<file path="src/logic/core_pkg.sv">
package core_pkg;

    // Architectural widths
    localparam int XLEN     = 32;
    localparam int NUM_REGS = 32;
    localparam int REG_AW   = 5;
    localparam int CSR_AW   = 14;
    localparam int ECODE_W  = 6;
    localparam int NUM_HWI  = 8;   // External interrupt lines

    localparam logic [ECODE_W-1:0] ECODE_INT = '0;

    // Implemented CSRs with all other addresses reading zero
    typedef enum logic [CSR_AW-1:0] {
        CSR_CRMD   = 14'h0,
        CSR_PRMD   = 14'h1,
        CSR_ECFG   = 14'h4,
        CSR_ESTAT  = 14'h5,
        CSR_ERA    = 14'h6,
        CSR_EENTRY = 14'hc,
        CSR_SAVE0  = 14'h30,
        CSR_SAVE1  = 14'h31,
        CSR_SAVE2  = 14'h32,
        CSR_SAVE3  = 14'h33
    } csr_addr_e;

    typedef enum logic [2:0] {
        OP_ALU   = 3'd0,  // rd <= wdata
        OP_CSRRD = 3'd1,  // rd <= csr
        OP_CSRWR = 3'd2,  // csr <= wdata, rd <= old csr
        OP_EXCP  = 3'd3,
        OP_ERTN  = 3'd4
    } commit_op_e;

    // One retiring instruction
    typedef struct packed {
        logic               valid;
        logic [XLEN-1:0]    pc;
        commit_op_e         op;
        logic [REG_AW-1:0]  rd;
        logic [XLEN-1:0]    wdata;
        logic [CSR_AW-1:0]  csr_addr;
        logic [ECODE_W-1:0] ecode;
    } commit_slot_t;

    typedef struct packed {
        logic              we;
        logic [REG_AW-1:0] waddr;
        logic [XLEN-1:0]   wdata;
    } rf_write_t;

    typedef struct packed {
        logic              re;
        logic              we;
        logic [CSR_AW-1:0] addr;
        logic [XLEN-1:0]   wdata;
    } csr_access_t;

    // At most one of excp and ertn per cycle
    typedef struct packed {
        logic               excp;
        logic               ertn;
        logic [XLEN-1:0]    pc;
        logic [ECODE_W-1:0] ecode;
    } excp_event_t;

    typedef struct packed {
        logic              valid;
        logic [XLEN-1:0]   pc;
        logic              wen;
        logic [REG_AW-1:0] rd;
        logic [XLEN-1:0]   wdata;
    } trace_t;

    typedef struct packed {
        logic            valid;
        logic [XLEN-1:0] pc;
    } redirect_t;

endpackage

</file>
<file path="src/logic/regfile.sv">
`timescale 1ns/1ps

module regfile
    import core_pkg::*;
(
    input  logic              clk,
    input  logic              rst_n_i,
    input  rf_write_t         wr0_i,
    input  rf_write_t         wr1_i,
    input  logic [REG_AW-1:0] raddr_i,
    output logic [XLEN-1:0]   rdata_o
);

    logic [XLEN-1:0] regs [1:NUM_REGS-1];  // No storage for r0

    always_ff @(posedge clk or negedge rst_n_i) begin
        if (!rst_n_i) begin
            for (int i = 1; i < NUM_REGS; i++) begin
                regs[i] <= '0;
            end
        end else begin
            if (wr0_i.we && wr0_i.waddr != '0) begin
                regs[wr0_i.waddr] <= wr0_i.wdata;
            end
            // Port 1 is the younger slot and is assigned last to win
            if (wr1_i.we && wr1_i.waddr != '0) begin
                regs[wr1_i.waddr] <= wr1_i.wdata;
            end
        end
    end

    // Dispatch-side read that sees only earlier edges
    always_comb begin
        if (raddr_i == '0) begin
            rdata_o = '0;
        end else begin
            rdata_o = regs[raddr_i];
        end
    end

endmodule

</file>
<file path="src/logic/csr_file.sv">
`timescale 1ns/1ps

module csr_file
    import core_pkg::*;
(
    input  logic               clk,
    input  logic               rst_n_i,
    input  csr_access_t        acc0_i,
    input  csr_access_t        acc1_i,
    input  excp_event_t        event_i,
    input  logic [NUM_HWI-1:0] intrpt_i,
    output logic [XLEN-1:0]    rdata0_o,
    output logic [XLEN-1:0]    rdata1_o,
    output logic [XLEN-1:0]    eentry_o,
    output logic [XLEN-1:0]    era_o,
    output logic               has_int_o
);

    // Only the implemented fields are stored
    typedef struct packed {
        logic [1:0]           plv;     // CRMD
        logic                 ie;
        logic [1:0]           pplv;    // PRMD
        logic                 pie;
        logic [9:0]           lie;     // ECFG
        logic [NUM_HWI-1:0]   is_hw;   // ESTAT.IS[9:2]
        logic [1:0]           is_sw;   // ESTAT.IS[1:0]
        logic [ECODE_W-1:0]   ecode;
        logic [XLEN-1:0]      era;
        logic [XLEN-7:0]      eentry;  // Bits [31:6]
        logic [3:0][XLEN-1:0] save;
    } csr_state_t;

    csr_state_t csr_q;
    csr_state_t csr_wr;   // After both slot writes
    csr_state_t csr_d;

    function automatic logic [XLEN-1:0] csr_read(csr_state_t s, logic [CSR_AW-1:0] addr);
        logic [XLEN-1:0] data;
        case (addr)
            CSR_CRMD:   data = {29'b0, s.ie, s.plv};
            CSR_PRMD:   data = {29'b0, s.pie, s.pplv};
            CSR_ECFG:   data = {22'b0, s.lie};
            CSR_ESTAT:  data = {10'b0, s.ecode, 6'b0, s.is_hw, s.is_sw};
            CSR_ERA:    data = s.era;
            CSR_EENTRY: data = {s.eentry, 6'b0};
            CSR_SAVE0:  data = s.save[0];
            CSR_SAVE1:  data = s.save[1];
            CSR_SAVE2:  data = s.save[2];
            CSR_SAVE3:  data = s.save[3];
            default:    data = '0;
        endcase
        return data;
    endfunction

    function automatic csr_state_t csr_write(csr_state_t s, csr_access_t acc);
        csr_state_t n;
        n = s;
        if (acc.we) begin
            case (acc.addr)
                CSR_CRMD: begin
                    n.plv = acc.wdata[1:0];
                    n.ie  = acc.wdata[2];
                end
                CSR_PRMD: begin
                    n.pplv = acc.wdata[1:0];
                    n.pie  = acc.wdata[2];
                end
                CSR_ECFG:   n.lie     = acc.wdata[9:0];
                CSR_ESTAT:  n.is_sw   = acc.wdata[1:0];  // Ecode and hw lines read-only
                CSR_ERA:    n.era     = acc.wdata;
                CSR_EENTRY: n.eentry  = acc.wdata[XLEN-1:6];
                CSR_SAVE0:  n.save[0] = acc.wdata;
                CSR_SAVE1:  n.save[1] = acc.wdata;
                CSR_SAVE2:  n.save[2] = acc.wdata;
                CSR_SAVE3:  n.save[3] = acc.wdata;
                default: ;
            endcase
        end
        return n;
    endfunction

    assign csr_wr = csr_write(csr_write(csr_q, acc0_i), acc1_i);  // Slot 1 last

    always_comb begin
        csr_d       = csr_wr;
        csr_d.is_hw = intrpt_i;   // Sampled every edge
        if (event_i.excp) begin
            // Exception entry overrides the slot writes
            csr_d.era   = event_i.pc;
            csr_d.pplv  = csr_wr.plv;
            csr_d.pie   = csr_wr.ie;
            csr_d.plv   = '0;
            csr_d.ie    = 1'b0;
            csr_d.ecode = event_i.ecode;
        end else if (event_i.ertn) begin
            csr_d.plv = csr_wr.pplv;
            csr_d.ie  = csr_wr.pie;
        end
    end

    always_ff @(posedge clk or negedge rst_n_i) begin
        if (!rst_n_i) begin
            csr_q <= '0;
        end else begin
            csr_q <= csr_d;
        end
    end

    // Reads see the state from before the edge
    assign rdata0_o = acc0_i.re ? csr_read(csr_q, acc0_i.addr) : '0;
    assign rdata1_o = acc1_i.re ? csr_read(csr_q, acc1_i.addr) : '0;

    assign eentry_o  = {csr_q.eentry, 6'b0};
    assign era_o     = csr_q.era;
    assign has_int_o = csr_q.ie && |({csr_q.is_hw, csr_q.is_sw} & csr_q.lie);

endmodule

</file>
<file path="src/logic/commit_ctrl.sv">
`timescale 1ns/1ps

module commit_ctrl
    import core_pkg::*;
(
    input  logic            clk,
    input  logic            rst_n_i,
    input  commit_slot_t    slot0_i,
    input  commit_slot_t    slot1_i,
    input  logic            has_int_i,
    input  logic [XLEN-1:0] csr_rdata0_i,
    input  logic [XLEN-1:0] csr_rdata1_i,
    input  logic [XLEN-1:0] eentry_i,
    input  logic [XLEN-1:0] era_i,
    output rf_write_t       rf_wr0_o,
    output rf_write_t       rf_wr1_o,
    output csr_access_t     csr_acc0_o,
    output csr_access_t     csr_acc1_o,
    output excp_event_t     event_o,
    output trace_t          trace0_o,
    output trace_t          trace1_o,
    output redirect_t       redirect_o
);

    logic      take_int;   // Slot 0 replaced by an interrupt
    logic      s0_live;
    logic      s0_excp;
    logic      s0_ertn;
    logic      s1_live;
    logic      s1_excp;
    logic      s1_ertn;
    redirect_t redirect_d;

    function automatic rf_write_t rf_req(commit_slot_t s, logic live,
                                         logic [XLEN-1:0] csr_rdata);
        rf_write_t w;
        w.we    = live && s.rd != '0 &&
                  (s.op == OP_ALU || s.op == OP_CSRRD || s.op == OP_CSRWR);
        w.waddr = s.rd;
        w.wdata = (s.op == OP_ALU) ? s.wdata : csr_rdata;  // CSR ops return old value
        return w;
    endfunction

    function automatic csr_access_t csr_req(commit_slot_t s, logic live);
        csr_access_t a;
        a.re    = live && (s.op == OP_CSRRD || s.op == OP_CSRWR);
        a.we    = live && s.op == OP_CSRWR;
        a.addr  = s.csr_addr;
        a.wdata = s.wdata;
        return a;
    endfunction

    function automatic trace_t trace_of(commit_slot_t s, logic live, rf_write_t w);
        trace_t t;
        t.valid = live;
        t.pc    = s.pc;
        t.wen   = w.we;      // Clear for EXCP, ERTN and r0
        t.rd    = s.rd;
        t.wdata = w.wdata;
        return t;
    endfunction

    assign take_int = slot0_i.valid && has_int_i;
    assign s0_live  = slot0_i.valid && !take_int;
    assign s0_excp  = take_int || (s0_live && slot0_i.op == OP_EXCP);
    assign s0_ertn  = s0_live && slot0_i.op == OP_ERTN;

    // Anything that redirects in slot 0 squashes slot 1
    assign s1_live = slot1_i.valid && !(s0_excp || s0_ertn);
    assign s1_excp = s1_live && slot1_i.op == OP_EXCP;
    assign s1_ertn = s1_live && slot1_i.op == OP_ERTN;

    assign rf_wr0_o   = rf_req(slot0_i, s0_live, csr_rdata0_i);
    assign rf_wr1_o   = rf_req(slot1_i, s1_live, csr_rdata1_i);
    assign csr_acc0_o = csr_req(slot0_i, s0_live);
    assign csr_acc1_o = csr_req(slot1_i, s1_live);

    // The older slot owns the single event of the cycle
    always_comb begin
        event_o.excp = s0_excp || s1_excp;
        event_o.ertn = s0_ertn || s1_ertn;
        if (s0_excp || s0_ertn) begin
            event_o.pc    = slot0_i.pc;
            event_o.ecode = take_int ? ECODE_INT : slot0_i.ecode;
        end else begin
            event_o.pc    = slot1_i.pc;
            event_o.ecode = slot1_i.ecode;
        end
    end

    always_comb begin
        redirect_d.valid = event_o.excp || event_o.ertn;
        redirect_d.pc    = event_o.excp ? eentry_i : era_i;  // Pre-edge CSR values
    end

    always_ff @(posedge clk or negedge rst_n_i) begin
        if (!rst_n_i) begin
            trace0_o   <= '0;
            trace1_o   <= '0;
            redirect_o <= '0;
        end else begin
            trace0_o   <= trace_of(slot0_i, s0_live, rf_wr0_o);
            trace1_o   <= trace_of(slot1_i, s1_live, rf_wr1_o);
            redirect_o <= redirect_d;
        end
    end

endmodule

</file>
<file path="src/logic/core_commit_top.sv">
`timescale 1ns/1ps

module core_commit_top
    import core_pkg::*;
(
    input  logic               clk,
    input  logic               rst_n_i,
    input  commit_slot_t       slot0_i,
    input  commit_slot_t       slot1_i,
    input  logic [NUM_HWI-1:0] intrpt_i,
    input  logic [REG_AW-1:0]  rf_raddr_i,
    output logic [XLEN-1:0]    rf_rdata_o,
    output trace_t             trace0_o,
    output trace_t             trace1_o,
    output redirect_t          redirect_o
);

    rf_write_t       rf_wr0;
    rf_write_t       rf_wr1;
    csr_access_t     csr_acc0;
    csr_access_t     csr_acc1;
    excp_event_t     excp_event;
    logic [XLEN-1:0] csr_rdata0;
    logic [XLEN-1:0] csr_rdata1;
    logic [XLEN-1:0] csr_eentry;
    logic [XLEN-1:0] csr_era;
    logic            has_int;

    commit_ctrl i_commit_ctrl (
        .clk          (clk),
        .rst_n_i      (rst_n_i),
        .slot0_i      (slot0_i),
        .slot1_i      (slot1_i),
        .has_int_i    (has_int),
        .csr_rdata0_i (csr_rdata0),
        .csr_rdata1_i (csr_rdata1),
        .eentry_i     (csr_eentry),
        .era_i        (csr_era),
        .rf_wr0_o     (rf_wr0),
        .rf_wr1_o     (rf_wr1),
        .csr_acc0_o   (csr_acc0),
        .csr_acc1_o   (csr_acc1),
        .event_o      (excp_event),
        .trace0_o     (trace0_o),
        .trace1_o     (trace1_o),
        .redirect_o   (redirect_o)
    );

    regfile i_regfile (
        .clk     (clk),
        .rst_n_i (rst_n_i),
        .wr0_i   (rf_wr0),
        .wr1_i   (rf_wr1),
        .raddr_i (rf_raddr_i),
        .rdata_o (rf_rdata_o)
    );

    csr_file i_csr_file (
        .clk       (clk),
        .rst_n_i   (rst_n_i),
        .acc0_i    (csr_acc0),
        .acc1_i    (csr_acc1),
        .event_i   (excp_event),
        .intrpt_i  (intrpt_i),
        .rdata0_o  (csr_rdata0),
        .rdata1_o  (csr_rdata1),
        .eentry_o  (csr_eentry),
        .era_o     (csr_era),
        .has_int_o (has_int)
    );

endmodule

</file>
<file path="config.mk">
export PLATFORM = sky130hd
export DESIGN_NAME = core_commit_top
export DESIGN_NICKNAME = d
export VERILOG_FILES = /design/src/logic/core_pkg.sv /design/src/logic/regfile.sv /design/src/logic/csr_file.sv /design/src/logic/commit_ctrl.sv /design/src/logic/core_commit_top.sv
export SDC_FILE = /design/constraint.sdc
export NUM_CORES = 2
export LEC_CHECK = 0
export BUFFER_PORTS_ARGS = -buffer_cell sky130_fd_sc_hd__buf_2
export CELL_PAD_IN_SITES_DETAIL_PLACEMENT = 1
export CELL_PAD_IN_SITES_GLOBAL_PLACEMENT = 1
export CORE_MARGIN = 4
export CORE_UTILIZATION = 49
export DETAILED_ROUTE_END_ITERATION = 8
export HOLD_SLACK_MARGIN = 0.12
export PLACE_DENSITY = 0.8
export RECOVER_POWER = 25
export SETUP_SLACK_MARGIN = 0.3
export SLEW_MARGIN = 20
export SYNTH_ARGS = -nofsm -noshare
export SYNTH_HDL_FRONTEND = slang
export SYNTH_SLANG_ARGS = --single-unit
</file>
<file path="constraint.sdc">
create_clock -name clk -period 4.9 [get_ports clk]
set_clock_uncertainty 0.15 [all_clocks]
set_input_delay 0.98 -clock clk [delete_from_list [all_inputs] [get_ports clk]]
set_output_delay 0.98 -clock clk [all_outputs]
set_load 0.02 [all_outputs]
</file>
# Word-level counts from Yosys, hierarchy flattened
# Index checks and enable logic that the tools add are counted.
# word_totals
reg_bits,1385
out_inout_bits,207
input_bits,201
elab_cells,184
# classes
magnitude_cmp,5
n_mux,51
bitwise,4
eq_ne,26
reduce_logical,41
# ops
op,n
bitwise mux 992 bit,2
two-way mux 992 bit,2
two-way mux 32 bit,21
one-hot mux 32 bit (10 select lines),2
two-way mux 186 bit,2
demux 32 bit (select 5 bit),2
binary-select mux 32 bit (select 5 bit),1
"== test 14 x 6 -> 1 bit, second input constant",8
"== test 14 x 3 -> 1 bit, second input constant",6
two-way mux 26 bit,2
two-way mux 38 bit,1
two-way mux 16 bit,2
"== test 14 x 1 -> 1 bit, second input constant",2
"== test 14 x 4 -> 1 bit, second input constant",2
zero test 14 bit,2
two-way mux 3 bit,7
logical AND 1 bit,20
two-way mux 10 bit,2
"greater-or-equal comparator 6 bit, second input constant",3
NOT 5 -> 6 bit,3
"== test 3 x 2 -> 1 bit, second input constant",4
"< comparator 6 x 1 -> 1 bit, second input constant",2
logical OR 1 bit,11
AND 10 bit,1
9 further kinds,17

# Depth between registers and ports, before layout
# depth
word_depth,16
depth_mapped,11

# Hierarchy
# A second synthesis with hierarchy kept.
# unflattened
hier_cells,7706
area_unflattened_um2,76151.8
# by_module_without_submodules
module,area_per_inst_um2,cells_per_inst,n_inst
regfile,54591.1,5667,1
csr_file,14208.6,1483,1
commit_ctrl,7352.1,556,1

# Least setup slack after synthesis
# OpenSTA, ideal clock, no wires.
# synth_path
path_kind,input-to-output
start,in rf_raddr_i[0]
end,out rf_rdata_o[26]
stages,6
path_slack_ns,0.365
required_ns,3.770
t_arrival_ns,3.405
n_path_buf,3
path_cell_list,clkbuf_1 > clkbuf_1 > clkbuf_1 > mux4_2 > mux4_2 > mux2_2
# synth_between
elab_chain_len,5
word_cells_on_any_way,6
classes_between,mux: 4; bitwise: 1; reduce/logical: 1
# synth_lines
item,line_no,source
"start, declared",core_commit_top.sv:11,"input logic [REG_AW-1:0] rf_raddr_i,"
NOT 5 -> 6 bit (not written as such),regfile.sv:37,rdata_o = regs[raddr_i];
binary-select mux 32 bit (select 5 bit),regfile.sv:37,
two-way mux 32 bit (not written as such) (2 in series),regfile.sv:37,
two-way mux 32 bit (*),regfile.sv:34,if (raddr_i == '0) begin
"end, declared",core_commit_top.sv:12,"output logic [XLEN-1:0] rf_rdata_o,"
# Every way passes the cells marked *; elsewhere a longest branch is shown, timed or not. The select of a mux whose other input is x is not followed.

# Worst setup path after layout
# layout_path
start,in rf_raddr_i[1]
end,out rf_rdata_o[3]
# Same word-level chain as after synthesis.

==> out/results.txt <==
Yosys printed 0 warnings. The root buffer cell was sky130_fd_sc_hd__clkbuf_16. The most crowded layer after global routing is met2. Worst supply voltage drop on vdd: 0.370 mV. The post-synthesis async set-or-reset flop share is 100%. Setup violations remaining at the end of the flow were counted as 0. The wire length of the first global-routing pass came out at 509 mm. The post-route netlist has 22.0% of its cells at a drive strength greater than 1. For met3 alone, demand over resource in global routing was 14.2%.

TritonCTS built the clock tree. For this run, the leading register cell type out of synthesis is sky130_fd_sc_hd__dfrtp_1. The clock input transition at the sequential cells of the worst setup and hold paths was 0.06 ns; the post-route antenna net violation count was 0.

In the routed design, unresolved DRC markers number 0. The count of flip-flops with a built-in enable after synthesis came out at 0. Transition at the pin with the smallest max-transition slack: 2.43 ns. Kind of critical path: in2out.

Relative to the synthesized area, the layout overhead comes to 15.5%. In this run the tool buffered the top-level ports with 407 buffer cells. The number of instances in the synthesized netlist came out at 7185.

The logs give 1385 for the total clock sinks and 34.7 mW for the post-route total power. The first detailed-routing pass took 7 iterations. The endpoint arrival time on the critical path is 3.43 ns. In this run the worst hold path is classified as in2reg.

The fmax came out at 0.220 GHz. The minimum setup slack after placement is 0.355 ns. The setup total negative slack is 0 ns. Setup repair after global routing left no endpoint under its margin. The worst path meets setup with 0.344 ns of slack. In this run the cell area of the synthesized design comes to 73800 um2.

For met1 alone, demand over resource in global routing was 52.8%. Synthesized net count: 7386. STA classifies the critical path startpoint as an input port.

For the worst relative slew slack, the log shows -61.8%. Dividing the detail-routed via count by the number of cells gives 7.62. STA classifies the critical path endpoint as an output port. The synthesized area divided by synthesized cell count was 10.3 um2. Leaving out filler cells and counting taps, the final layout contains 9453. Once placement completed, the tool counted placed cells totaling 9090. The number of fill cells in the layout came out at 15952.

The floorplan has 142 rows. Hold is met by 0.142 ns. Entering global routing, the biggest net connects 124 pins. The floorplan step defined a die boundary enclosing 157000 um2. The shortest clock period the worst path allows after layout is 4.56 ns.

The checks that failed: capacitance limit, slew limit. For the via count of the first global-routing pass, the log shows 76055. The tools report the remaining global-route overflow as 0.

Clock tree synthesis inserted a total of 157 buffers. Once the clock tree was built, the setup fixing pass inserted 0 buffers. The top-level port count is 408. The most common library cell in the layout ignoring fill and taps is sky130_fd_sc_hd__dfrtp_1. The clock latency on the worst-skew pair is 0.84 ns, and the share of the core filled with cells is 56.9%. The flow ran to the end, but the final reports show violations.

The floorplan step set the die height to 396 um. The portion of the clock cycle consumed by the worst path in the final layout was 93.0%; the detailed-route via count was 72007. The logs give 262 for the count of final max-slew check failures and 18 for the number of antenna violations at the first check in global routing. The DRC marker count from the first detailed-route iteration came out at 9438. For the unique cell type count in the Yosys netlist, the log shows 83.

The logs give 49.3% for the starting density of the core and 36.9 nW for the leakage dissipation. The routed length per placed instance works out to 36.5 um. For met2 alone, demand over resource in global routing was 64.1%. The number of buffers on the longest clock path was 3. Leaving out fill and tap cells, the most frequent cells in the layout are 1385 x sky130_fd_sc_hd__dfrtp_1, 845 x sky130_fd_sc_hd__o22ai_1, 824 x sky130_fd_sc_hd__o21ai_0. The die is 396 um wide. The sequential-to-total area share from yosys stat is 47.0%, and the total routing resource utilization after global routing is 43.2%. The HPWL after detailed placement is 217 mm. At the worst endpoint, the required time is 3.77 ns. Of all nets on the critical path, the largest fanout is 87. The tools report the level count of the clock H-tree as 4. Summing all non-filler instances in the final layout gives an area of 85200 um2.

Power spread over the standard cell area amounts to 407 nW/um2. The post-detailed-placement cell area was 79200 um2; the number of flip-flops and latches in the synthesized netlist was 1385. The tools report the final weighted congestion in routability-driven placement as 0.984.

The max-capacitance violation count is 5. For this run, the post-layout net count is 7497. Core area: 150000 um2.

Summed over all layers, the routed wires come to 345 mm. The worst hold path depth is 1, and the final number of hold-violating endpoints is 0. The cell count of the worst reg-to-reg path was 6.
-- logic make-up (layout without fill, tap and decap cells) --
group | count (synthesis) | after routing | synth area share, %
AO/OA/AOI/OAI | 2283 | 2283 | 18.7
AND/OR/NAND/NOR | 1722 | 1722 | 11.3
flip-flops | 1385 | 1385 | 47.0
buffers and inverters | 929 | 1165 | 5.14
multiplexers | 864 | 864 | 17.8
XOR/XNOR | 2 | 2 | 0.0237
other | 0 | 16 | 0
-- path summary, 6_finish.rpt --
kind / endpoint / startpoint / slack, ns
min: i_commit_ctrl.trace0_o[51]$_DFF_PN0_ / slot0_i[73] / 0.14
max reg2reg: i_regfile.regs[633]$_DFF_PN0_ / i_csr_file.csr_q[194]$_DFF_PN0_ / 0.69
max in group asynchronous: i_csr_file.era_o[11]$_DFF_PN0_ / rst_n_i / 0.56
max: rf_rdata_o[3] / rf_raddr_i[1] / 0.34
min in group asynchronous: i_commit_ctrl.trace0_o[28]$_DFF_PN0_ / rst_n_i / 1.21
min reg2reg: i_csr_file.csr_q[188]$_DFFE_PN0N_ / i_csr_file.csr_q[188]$_DFFE_PN0N_ / 0.41
-- state kept, by name, indices dropped and copies added (netlist names) --
| signal | flops |
|---|---|
| i_commit_ctrl.redirect_o | 33 |
| i_csr_file.era_o | 32 |
| i_csr_file.csr_q | 160 |
| i_regfile.regs | 992 |
| i_csr_file.eentry_o | 26 |
| i_commit_ctrl.trace0_o | 71 |
| i_commit_ctrl.trace1_o | 71 |
-- Yosys cell counts, types with 8 or more instances --
| cell | count | share of area, % |
|---|---|---|
| sky130_fd_sc_hd__nand2b_1 | 20 | 0.17 |
| sky130_fd_sc_hd__o221ai_1 | 19 | 0.23 |
| sky130_fd_sc_hd__a221oi_1 | 20 | 0.24 |
| sky130_fd_sc_hd__mux2_2 | 104 | 1.6 |
| sky130_fd_sc_hd__nand4_1 | 18 | 0.15 |
| sky130_fd_sc_hd__nor2b_1 | 17 | 0.14 |
| sky130_fd_sc_hd__dfrtp_1 | 1385 | 47 |
| sky130_fd_sc_hd__nand3b_1 | 9 | 0.092 |
| sky130_fd_sc_hd__clkbuf_1 | 662 | 3.4 |
| sky130_fd_sc_hd__or4_1 | 8 | 0.081 |
| sky130_fd_sc_hd__buf_1 | 56 | 0.28 |
| sky130_fd_sc_hd__o22ai_1 | 847 | 7.2 |
| sky130_fd_sc_hd__and2_1 | 44 | 0.37 |
| sky130_fd_sc_hd__buf_6 | 9 | 0.14 |
| sky130_fd_sc_hd__o211ai_1 | 15 | 0.15 |
| sky130_fd_sc_hd__a21oi_1 | 215 | 1.5 |
| sky130_fd_sc_hd__and3_1 | 9 | 0.076 |
| sky130_fd_sc_hd__and4_1 | 23 | 0.27 |
| sky130_fd_sc_hd__o31ai_1 | 9 | 0.092 |
| sky130_fd_sc_hd__nor3_1 | 547 | 3.7 |
| sky130_fd_sc_hd__nand3_1 | 165 | 1.1 |
| sky130_fd_sc_hd__o2bb2ai_1 | 8 | 0.095 |
| sky130_fd_sc_hd__nor3_2 | 11 | 0.15 |
| sky130_fd_sc_hd__o21ai_1 | 15 | 0.10 |
| sky130_fd_sc_hd__a22o_1 | 50 | 0.59 |
| sky130_fd_sc_hd__nand2_1 | 316 | 1.6 |
| sky130_fd_sc_hd__o21ai_0 | 825 | 5.6 |
| sky130_fd_sc_hd__a22oi_1 | 108 | 1.1 |
| sky130_fd_sc_hd__mux2i_1 | 412 | 5.6 |
| sky130_fd_sc_hd__or3_1 | 22 | 0.19 |
| sky130_fd_sc_hd__nor4_1 | 23 | 0.19 |
| sky130_fd_sc_hd__a31oi_1 | 36 | 0.31 |
| sky130_fd_sc_hd__a21boi_0 | 10 | 0.10 |
| sky130_fd_sc_hd__buf_4 | 14 | 0.14 |
| sky130_fd_sc_hd__o32ai_1 | 13 | 0.15 |
| sky130_fd_sc_hd__a32oi_1 | 8 | 0.095 |
| sky130_fd_sc_hd__nor2_1 | 420 | 2.1 |
| sky130_fd_sc_hd__inv_1 | 40 | 0.20 |
| sky130_fd_sc_hd__a211oi_2 | 10 | 0.17 |
| sky130_fd_sc_hd__a2bb2oi_1 | 19 | 0.23 |
| sky130_fd_sc_hd__mux4_2 | 348 | 11 |
| sky130_fd_sc_hd__or2_2 | 29 | 0.25 |
| sky130_fd_sc_hd__buf_2 | 147 | 1.0 |
-- per-layer routing --
metal	part of all wire, %	vias up
li1	-	27413
met1	34	36236
met2	43	6249
met3	13	2087
met4	9.3	22
met5	0.038	-
-- cell type report --
type / instances / area [um2] / share of cell area, %
Sequential cell: 1385 / 34700 / 40.7
Multi-Input combinational cell: 4871 / 36300 / 42.6
Clock buffer: 236 / 4810 / 5.65
Clock inverter: 48 / 637 / 0.747
Antenna cell: 16 / 40.0 / 0.0470
Timing Repair Buffer: 840 / 6090 / 7.14
Tap cell: 2016 / 2520 / 2.96
Inverter: 41 / 154 / 0.181
-- what timing repair did --
action | 4_1_cts | 5_1_grt
setup endpoints to repair | 0 | 5
gates resized for setup | 0 | 1
hold endpoints to repair | 79 | 7
hold buffers | 51 | 7
-- worst max-delay path: stages --
cell	delay (ns)
sky130_fd_sc_hd__buf_8	0.17
sky130_fd_sc_hd__buf_12	0.50
sky130_fd_sc_hd__mux2_2	0.42
sky130_fd_sc_hd__a22o_1	0.19
sky130_fd_sc_hd__mux4_2	0.52
sky130_fd_sc_hd__mux2_2	0.38
sky130_fd_sc_hd__buf_2	0.19
-- where the power goes --
part	internal (mW)	total, mW	switching, mW
Sequential	13.7	15.3	1.59
Combinational	3.00	6.67	3.67
Clock	7.50	12.7	5.18
No activity file was read; power rests on OpenSTA's default activity.
